`src/design/coreParamsPkg.sv`:
```
package coreParamsPkg;

	// ************************************************************
	// issue queue geometry
	// ************************************************************

	localparam int NUM_ENTRIES = 8; // slots in the issue queue.

	localparam int IDX_WIDTH = $clog2(NUM_ENTRIES); // enough bits to name one slot.

	// ************************************************************
	// tags and ages
	// ************************************************************

	localparam int TAG_WIDTH = 6; // physical register tag.

	localparam int AGE_WIDTH = 4; // per-entry wait counter.

	// Counter stops here, so long-waiting entries tie and the lower slot wins.
	localparam logic [AGE_WIDTH-1:0] AGE_MAX = '1;

endpackage

```
`src/design/uopPkg.sv`:
```
package uopPkg;

	import coreParamsPkg::*;

	// ************************************************************
	// micro-op payload
	// ************************************************************

	localparam int OP_WIDTH = 8; // opcode field carried through untouched.

	typedef struct packed {
		logic [OP_WIDTH-1:0]  opcode;
		logic [TAG_WIDTH-1:0] srcTag; // the single source operand.
		logic                 srcReady; // source already produced at dispatch.
		logic [TAG_WIDTH-1:0] dstTag;
	} uopT;

	// ************************************************************
	// queue entry
	// ************************************************************

	typedef struct packed {
		logic                 valid;
		logic                 ready; // source available, entry may issue.
		logic [AGE_WIDTH-1:0] age; // edges spent waiting, saturating.
		uopT                  uop;
	} entryT;

endpackage

```
`src/design/prioritySelect.sv`:
```
`timescale 1ns/1ps

module prioritySelect import coreParamsPkg::*; #(
	parameter int RADIX = NUM_ENTRIES
)(
	input  logic [RADIX-1:0]         reqs_i,
	output logic [RADIX-1:0]         grant_o,
	output logic [$clog2(RADIX)-1:0] grantIdx_o,
	output logic                     any_o
);

	localparam int IDX_W = $clog2(RADIX);

	logic [RADIX-1:0] noLower; // bit i is set while no request sits below i.

	assign noLower[0] = 1'b1;

	for (genvar i = 1; i < RADIX; i++) begin : gChain
		assign noLower[i] = noLower[i-1] & ~reqs_i[i-1];
	end

	assign grant_o = reqs_i & noLower; // at most one bit survives.

	// The grant is one-hot, so OR-ing the positions of set bits gives the index.
	always_comb begin
		grantIdx_o = '0;
		for (int i = 0; i < RADIX; i++) begin
			if (grant_o[i]) begin
				grantIdx_o = grantIdx_o | IDX_W'(i);
			end
		end
	end

	assign any_o = |reqs_i;

endmodule

```
`src/design/oldestSelect.sv`:
```
`timescale 1ns/1ps

module oldestSelect import coreParamsPkg::*; #(
	parameter int RADIX = NUM_ENTRIES
)(
	input  logic [RADIX-1:0]                elig_i,
	input  logic [RADIX-1:0][AGE_WIDTH-1:0] ages_i,
	output logic [AGE_WIDTH-1:0]            age_o,
	output logic [IDX_WIDTH-1:0]            idx_o,
	output logic                            found_o
);

	if (RADIX == 1) begin : gLeaf

		assign age_o   = ages_i[0];
		assign idx_o   = '0; // the offset is added on the way up.
		assign found_o = elig_i[0];

	end else begin : gNode

		localparam int LO = RADIX / 2;
		localparam int HI = RADIX - LO;

		logic [AGE_WIDTH-1:0] loAge, hiAge;
		logic [IDX_WIDTH-1:0] loIdx, hiIdx;
		logic                 loFound, hiFound;
		logic                 takeHi;

		oldestSelect #(.RADIX(LO)) lower (
			.elig_i (elig_i[LO-1:0]),
			.ages_i (ages_i[LO-1:0]),
			.age_o  (loAge),
			.idx_o  (loIdx),
			.found_o(loFound)
		);

		oldestSelect #(.RADIX(HI)) upper (
			.elig_i (elig_i[RADIX-1:LO]),
			.ages_i (ages_i[RADIX-1:LO]),
			.age_o  (hiAge),
			.idx_o  (hiIdx),
			.found_o(hiFound)
		);

		// Upper half needs a strictly larger age, so ties go to the lower slot.
		assign takeHi = hiFound & (~loFound | (hiAge > loAge));

		assign age_o   = takeHi ? hiAge : loAge;
		assign idx_o   = takeHi ? hiIdx + IDX_WIDTH'(LO) : loIdx;
		assign found_o = loFound | hiFound;

	end

endmodule

```
`src/design/issueQueue.sv`:
```
`timescale 1ns/1ps

module issueQueue import coreParamsPkg::*, uopPkg::*; (
	input  logic                 clk,
	input  logic                 arstN_i,
	input  logic                 dispatchValid_i,
	input  uopT                  dispatchUop_i,
	input  logic                 wakeupValid_i,
	input  logic [TAG_WIDTH-1:0] wakeupTag_i,
	output logic                 full_o,
	output logic                 issueValid_o,
	output uopT                  issueUop_o
);

	entryT entries [NUM_ENTRIES];

	logic [NUM_ENTRIES-1:0]                validVec;
	logic [NUM_ENTRIES-1:0]                eligVec;
	logic [NUM_ENTRIES-1:0][AGE_WIDTH-1:0] ageVec;
	logic [NUM_ENTRIES-1:0]                wakeupHit;
	logic [NUM_ENTRIES-1:0]                issueSlot;

	logic [NUM_ENTRIES-1:0] allocGrant;
	logic                   anyFree;
	logic                   dispatchAccept;
	entryT                  newEntry;

	logic [IDX_WIDTH-1:0] pickIdx;
	logic                 pickFound;
	uopT                  pickUop;

	logic issueValidQ;
	uopT  issueUopQ;

	// ************************************************************
	// per-slot status
	// ************************************************************

	always_comb begin
		for (int i = 0; i < NUM_ENTRIES; i++) begin
			validVec[i]  = entries[i].valid;
			eligVec[i]   = entries[i].valid & entries[i].ready;
			ageVec[i]    = entries[i].age;
			wakeupHit[i] = wakeupValid_i && (wakeupTag_i == entries[i].uop.srcTag);
			issueSlot[i] = pickFound && (pickIdx == IDX_WIDTH'(i));
		end
	end

	assign full_o = &validVec;

	// ************************************************************
	// allocation
	// ************************************************************

	prioritySelect #(.RADIX(NUM_ENTRIES)) allocator0 (
		.reqs_i    (~validVec),
		.grant_o   (allocGrant),
		.grantIdx_o(),
		.any_o     (anyFree)
	);

	assign dispatchAccept = dispatchValid_i & anyFree; // dropped when full.

	// A wakeup arriving with the dispatch still marks the new entry ready.
	always_comb begin
		newEntry       = '0;
		newEntry.valid = 1'b1;
		newEntry.ready = dispatchUop_i.srcReady |
			(wakeupValid_i && (wakeupTag_i == dispatchUop_i.srcTag));
		newEntry.age   = '0;
		newEntry.uop   = dispatchUop_i;
	end

	// ************************************************************
	// selection
	// ************************************************************

	oldestSelect #(.RADIX(NUM_ENTRIES)) picker0 (
		.elig_i (eligVec),
		.ages_i (ageVec),
		.age_o  (),
		.idx_o  (pickIdx),
		.found_o(pickFound)
	);

	assign pickUop = entries[pickIdx].uop;

	// ************************************************************
	// entry storage
	// ************************************************************

	always_ff @(posedge clk or negedge arstN_i) begin
		if (!arstN_i) begin
			for (int i = 0; i < NUM_ENTRIES; i++) begin
				entries[i] <= '0;
			end
		end else begin
			for (int i = 0; i < NUM_ENTRIES; i++) begin
				if (dispatchAccept && allocGrant[i]) begin
					entries[i] <= newEntry; // only a free slot is granted.
				end else if (issueSlot[i]) begin
					entries[i].valid <= 1'b0; // leaves the queue this edge.
				end else if (entries[i].valid) begin
					entries[i].ready <= entries[i].ready | wakeupHit[i];
					if (entries[i].age != AGE_MAX) begin
						entries[i].age <= entries[i].age + 1'b1;
					end
				end
			end
		end
	end

	// ************************************************************
	// issue registers
	// ************************************************************

	always_ff @(posedge clk or negedge arstN_i) begin
		if (!arstN_i) begin
			issueValidQ <= 1'b0;
		end else begin
			issueValidQ <= pickFound; // no back-pressure on the issue side.
		end
	end

	always_ff @(posedge clk) begin
		if (pickFound) begin
			issueUopQ <= pickUop;
		end
	end

	assign issueValid_o = issueValidQ;
	assign issueUop_o   = issueUopQ;

endmodule

```
`src/design/issueUnit.sv`:
```
`timescale 1ns/1ps

module issueUnit import coreParamsPkg::*, uopPkg::*; (
	input  logic                 clk,
	input  logic                 arstN_i,
	input  logic                 dispatchValid_i,
	input  uopT                  dispatchUop_i,
	input  logic                 wakeupValid_i,
	input  logic [TAG_WIDTH-1:0] wakeupTag_i,
	output logic                 full_o,
	output logic                 issueValid_o,
	output uopT                  issueUop_o
);

	logic queueFull;
	logic queueIssueValid;
	uopT  queueIssueUop;

	// ************************************************************
	// integer queue
	// ************************************************************

	// A second queue would sit beside this one and share the wakeup bus.
	issueQueue queue0 (
		.clk            (clk),
		.arstN_i        (arstN_i),
		.dispatchValid_i(dispatchValid_i),
		.dispatchUop_i  (dispatchUop_i),
		.wakeupValid_i  (wakeupValid_i),
		.wakeupTag_i    (wakeupTag_i),
		.full_o         (queueFull),
		.issueValid_o   (queueIssueValid),
		.issueUop_o     (queueIssueUop)
	);

	assign full_o       = queueFull;
	assign issueValid_o = queueIssueValid;
	assign issueUop_o   = queueIssueUop;

endmodule

```
`config.mk`:
```
export PLATFORM = sky130hd
export DESIGN_NAME = issueUnit
export DESIGN_NICKNAME = d
export VERILOG_FILES = /design/src/design/coreParamsPkg.sv /design/src/design/uopPkg.sv /design/src/design/prioritySelect.sv /design/src/design/oldestSelect.sv /design/src/design/issueQueue.sv /design/src/design/issueUnit.sv
export SDC_FILE = /design/constraint.sdc
export NUM_CORES = 1
export LEC_CHECK = 0
export BUFFER_PORTS_ARGS = -buffer_cell sky130_fd_sc_hd__buf_2
export CAP_MARGIN = 20
export CORE_ASPECT_RATIO = 1.4
export CORE_UTILIZATION = 35
export DETAILED_ROUTE_END_ITERATION = 10
export PLACE_DENSITY = 0.6
export SLEW_MARGIN = 20
export SYNTH_ARGS = -nofsm -noshare
export SYNTH_HDL_FRONTEND = slang
export SYNTH_HIERARCHICAL = 1
export SYNTH_SLANG_ARGS = --single-unit
```
`constraint.sdc`:
```
create_clock -name clk -period 6.25 [get_ports clk]
set_clock_uncertainty 0.2 [all_clocks]
set_input_delay 0.625 -clock clk [delete_from_list [all_inputs] [get_ports clk]]
set_output_delay 0.625 -clock clk [all_outputs]
set_load 0.005 [all_outputs]
```
### Word level (Yosys, flattened, before mapping)

Cells that the tools add are included.

| operators by class | value |
|---|---|
| muxes and demuxes | 56 |
| magnitude comparators | 8 |
| reduce and logical (&&, ||, !) cells | 68 |
| eq/ne operators | 32 |
| bitwise logic cells | 62 |
| add/subtract/negate cells | 11 |

Operators with widths:

| kind | count |
|---|---|
| $bmux W27 S3 | 1 |
| $mux W5 | 16 |
| $mux W4 | 14 |
| $eq A6 B6 Y1 | 9 |
| $mux W6 | 8 |
| $reduce_bool A2 Y1 | 24 |
| $mux W21 | 2 |
| $add A4 B1 Y4 const B | 8 |
| $ne A4 B4 Y1 const B | 8 |
| $gt A4 B4 Y1 | 7 |
| $logic_and A1 B1 Y1 | 25 |
| $reduce_and A3 Y1 | 8 |
| $or A1 B1 Y1 | 23 |
| $and A1 B1 Y1 | 22 |
| $ne A2 B2 Y1 const B | 8 |
| $reduce_and A2 Y1 | 8 |
| $not A1 Y1 | 14 |
| $eq A3 B3 Y1 const B | 4 |
| $mux W1 | 12 |
| $mux W3 | 3 |
| $and A8 B8 Y8 | 1 |
| $not A8 Y8 | 1 |
| $reduce_and A8 Y1 | 1 |
| $reduce_or A8 Y1 | 1 |
| other kinds (7) | 9 |

| storage, ports and cells | value |
|---|---|
| output and inout bits | 23 |
| input port bits | 31 |
| word-level logic and storage cells | 298 |
| register bits | 238 |

### Longest topological paths before layout

| depth | value |
|---|---|
| depth in word-level cells | 17 |
| mapped depth | 27 |
| mapped depth without buffers | 22 |

### Hierarchy

The synthesis kept the hierarchy.

By module, submodules not included:

| module | area each (um2) | sequential area each (um2) | cells each | instances |
|---|---|---|---|---|
| issueQueue | 11192.0 | 6060.8 | 1053 | 1 |
| oldestSelect at queue0.picker0.gNode.lower.gNode.lower ... | 252.7 | 0.0 | 28 | 4 |
| oldestSelect at queue0.picker0.gNode.lower.gNode.lower.gNode.lower ... | 63.8 | 0.0 | 9 | 8 |
| oldestSelect at queue0.picker0.gNode.lower ... | 240.2 | 0.0 | 27 | 2 |
| oldestSelect at queue0.picker0 | 247.7 | 0.0 | 25 | 1 |
| prioritySelect | 146.4 | 0.0 | 24 | 1 |

### Worst setup path after synthesis

No wires, ideal clock.

| timing | value |
|---|---|
| kind | reg-to-reg |
| start point | register queue0.entries, in the netlist queue0/ageVec[26] |
| end point | register queue0.issueUopQ, in the netlist queue0/issueUop_o[10] (data pin) |
| path buffers | 5 |
| data required time | 5790 ps |
| period minus slack after synthesis | 5463 ps |
| library setup time | 260 ps |
| stages on the path, launching flop included | 24 |
| path slack | 787 ps |
| arrival time | 5004 ps |
| path through | dfrtp_1 -> buf_4 -> inv_1 -> ha_1 -> o21ai_1 -> a21oi_1 -> o311a_1 -> buf_6 -> mux2_4 -> ha_1 -> o21ai_1 -> a21oi_1 -> o311a_1 -> buf_6 -> mux2_4 -> ha_1 -> nand2_1 -> o21bai_4 -> a21oi_4 -> mux2_4 -> buf_4 -> buf_6 -> mux4_2 -> mux2_2 |

RTL lines:

| item | line | source |
|---|---|---|
| from (decl) | issueQueue.sv:15 | `entryT entries [NUM_ENTRIES];` |
| from (signal, indexed assignment) | issueQueue.sv:100 | `entries[i] <= newEntry;` |
| to (signal assigned) | issueQueue.sv:127 | `issueUopQ <= pickUop;` |
| to (decl) | issueQueue.sv:33 | `uopT issueUopQ;` |

### Final worst setup path

| timing | value |
|---|---|
| start point | register queue0.entries, in the netlist queue0/ageVec[26] |
| end point | register queue0.entries, in the netlist queue0/ageVec[1] |

| between the ends | value |
|---|---|
| cells in the longest elaborated chain, start to end | 16 |
| elaborated cells on any way between the ends | 20 |
| those cells by class | add/sub: 2; order compare: 3; eq/ne: 1; mux: 5; bitwise: 6; reduce/logical: 3 |

Ends and longest elaborated chain:

| item | line | source |
|---|---|---|
| $gt A4 B4 Y1 | oldestSelect.sv:46 | `assign takeHi = hiFound & (~loFound \| (hiAge > loAge));` |
| $or A1 B1 Y1 | oldestSelect.sv:46 |  |
| $and A1 B1 Y1 | oldestSelect.sv:46 |  |
| $mux W4 | oldestSelect.sv:48 | `assign age_o = takeHi ? hiAge : loAge;` |
| named net queue0.picker0.gNode.upper.gNode.hiAge[3] | oldestSelect.sv:24 | `logic [AGE_WIDTH-1:0] loAge, hiAge;` |
| $gt A4 B4 Y1 | oldestSelect.sv:46 |  |
| $or A1 B1 Y1 | oldestSelect.sv:46 |  |
| $and A1 B1 Y1 | oldestSelect.sv:46 |  |
| [1 not listed] | -- |  |
| named net queue0.picker0.gNode.hiAge[0] | oldestSelect.sv:24 |  |
| [1 not listed] | -- |  |
| $or A1 B1 Y1 | oldestSelect.sv:46 |  |
| $and A1 B1 Y1 | oldestSelect.sv:46 |  |
| $mux W3 | oldestSelect.sv:49 | `assign idx_o = takeHi ? hiIdx + IDX_WIDTH'(LO) : loIdx;` |
| named net queue0.pickIdx[0] | issueQueue.sv:28 | `logic [IDX_WIDTH-1:0] pickIdx;` |
| $logic_not A3 Y1 | issueQueue.sv:45 | `issueSlot[i] = pickFound && (pickIdx == IDX_WIDTH'(i));` |
| $logic_and A1 B1 Y1 | issueQueue.sv:45 |  |
| $ne A2 B2 Y1 (no line) | -- |  |
| $reduce_and A3 Y1 (no line) | -- |  |

The timed path passes the listed nets, and every way through them passes these cells.
A chain may end at the register's enable or synchronous reset.

==> reports/qor.txt <==
vias in the first global route - 9459
largest net degree at the start of global routing - 125
Layout Cells excl Fill - 1803
worst reg-to-reg path cell count - 23
CTS Buf Count - 22
slowest cell delay on critical path - 0.57 ns
CP Class - flip-flop to flip-flop
startpoint type of the worst setup path - flip-flop
vias per cell - 5.045
Tcrit/Tclk final - 94.34%
H-tree depth reported by CTS - 1
full die area - 39310 sq um
Clock Tree Buf Depth - 3
dpl ws - 0.3528 ns
Net count, final - 1384
RSZ-0062 raised after global routing - no
Filler Cells Inserted - 3680
synthesized area - 13480 sq um
Vias - 9097
CTS tree - done
setup violators final - 0
actual slew at the worst max-slew pin - 1.119 ns
FF-to-FF End - queue0/ageVec[1]
minimum clock period - 5.897 ns
Synthesis Warnings - 6
max_cap viols - 0
most used cell, CP - nand3_1
relative slew slack - 25.20%
first-pass GRT wire length - 52.72 mm
setup tns final - 0 ns
Leak - 0.007107 uW
IO buf count - 53
placed cells - 1762
clk_lat worst skew - 0.52 ns
Critical Path End Type - flip-flop
Max Freq - 169.6 MHz
total gr overflow - 0
Arr. time, crit path - 6.10 ns
wire per inst - 18.29 um
row count - 84
clock-pin slew on the worst setup and hold paths - 0.07 ns
DRC - 0
CTS root buf - clkbuf_16
commonest non-fill, non-tap cell in the layout - nand2_1
Final WS setup - 0.3535 ns
final wirelength - 32.98 mm
crit path cell chain - inv_1, ha_1, and3_1, nand3_1, o311a_1, mux2_4, ha_1, and3_1, nand3_1, o311a_1, buf_4, mux2_4, inv_1, ha_1, nand3_1, o21ai_1, a21oi_4, mux2_4, buf_12, or4b_1, nand3_1, mux2i_1, nor2_1
DP Wirelength - 21.82 mm
GRT Overall Usage - 17.27%
crit path max fanout - 17
synth-to-layout area growth - 8.345%
Worst Path Required - 6.45 ns
core area - 37730 sq um
initial antenna violation count - 2
Final Slew Violations - 0
GPL Wtd Cong - 0.8120
outcome - finished, final reports clean
Mean Syn Cell Area - 10.16 sq um
DR pass1 iterations - 5
Die W - 167.9 um
Die Span Y - 234.2 um
slowest CP cell - or4b_1
R2R Path Start - queue0/ageVec[26]
Initial Util - 35.72%
final hold vios - 0
maximum vdd drop - 0.3512 mV
Worst Hold Class - input port to async pin
DRT iter0 DRCs - 543
postcts setup bufs - 0
Synth Instances - 1327
layout cells sized above 1 - 20.69%
Post-CTS Hold Buffers - 0
Reg2Reg Setup Slack - 0.35 ns
clock sink count - 238
Power Total - 8440 uW
pwr/cell area - 578.0 nW/um^2
Routed Antenna Nets - 0
top-level I/O count - 54
post-cts resize count - 0
most frequent cells in the layout - nand2_1, dfrtp_1, mux2_2, inv_1, buf_2
[per-layer routing]
layer,share of wire [%],GRT usage [%]
met1,40,20.33
met2,53,31.95
met3,3.4,1.502
met4,3.5,7.626
met5,0,0
[power breakdown]
group          leakage, uW  switching, uW  internal (uW)
Sequential         0.00304            404           2210
Clock             0.000381            595            858
Combinational      0.00369           2200           2180
Total              0.00711           3200           5240
[sequential cells by signal (all words and copies together) (netlist names)]
name and flops:
queue0/ageVec 32, queue0/entries 184, queue0/issueUop_o 21, queue0/issueValid_o 1
[critical path, delay by kind of cell, from the launching register on]
family,cells,cell delay [ns]
DFF,1,0.43
AOI/OAI and AO/OA,4,1.06
adders and majority gates,3,0.80
buffers and inverters,4,0.56
muxes,4,1.34
and+or+nand+nor,8,1.38
[worst max path at each step]
| stage | start | cells past startpoint | to | slack (ns) |
|---|---|---|---|---|
| floorplan | queue0/ageVec[26] | 23 | queue0/issueUop_o[10] | 0.92 |
| global placement | queue0/ageVec[12] | 21 | queue0/ageVec[1] | 0.44 |
| detailed placement | queue0/ageVec[26] | 23 | queue0/ageVec[1] | 0.35 |
| CTS | queue0/ageVec[26] | 23 | queue0/ageVec[1] | 0.32 |
| global route | queue0/ageVec[18] | 24 | queue0/ageVec[1] | 0.03 |
| finish | queue0/ageVec[26] | 23 | queue0/ageVec[1] | 0.35 |
[through the flow]
step | instance area (sq um) | hold slack, ns | util [%]
global placement | 13830 | 0.2522 | 36.65
global route | 14600 | 0.08081 | 38.71
floorplan | 13540 | 0.1294 | -
detailed placement | 13830 | 0.2568 | 36.65
finish | 14600 | 0.0005320 | 38.71
CTS | 14600 | 0.04126 | 38.70
[layout make-up]
| type | count | area (sq um) | area share (%) |
|---|---|---|---|
| multi-input cells | 917 | 6442 | 44.11 |
| flip-flops and latches | 238 | 6061 | 41.50 |
| clock buffers | 33 | 663.1 | 4.541 |
| well taps | 473 | 591.8 | 4.052 |
| repair buffers | 81 | 535.5 | 3.667 |
| inverters | 53 | 198.9 | 1.362 |
| clock inverters | 7 | 108.9 | 0.7454 |
| diodes | 1 | 2.502 | 0.01714 |
No activity file was read; power rests on OpenSTA's default activity.
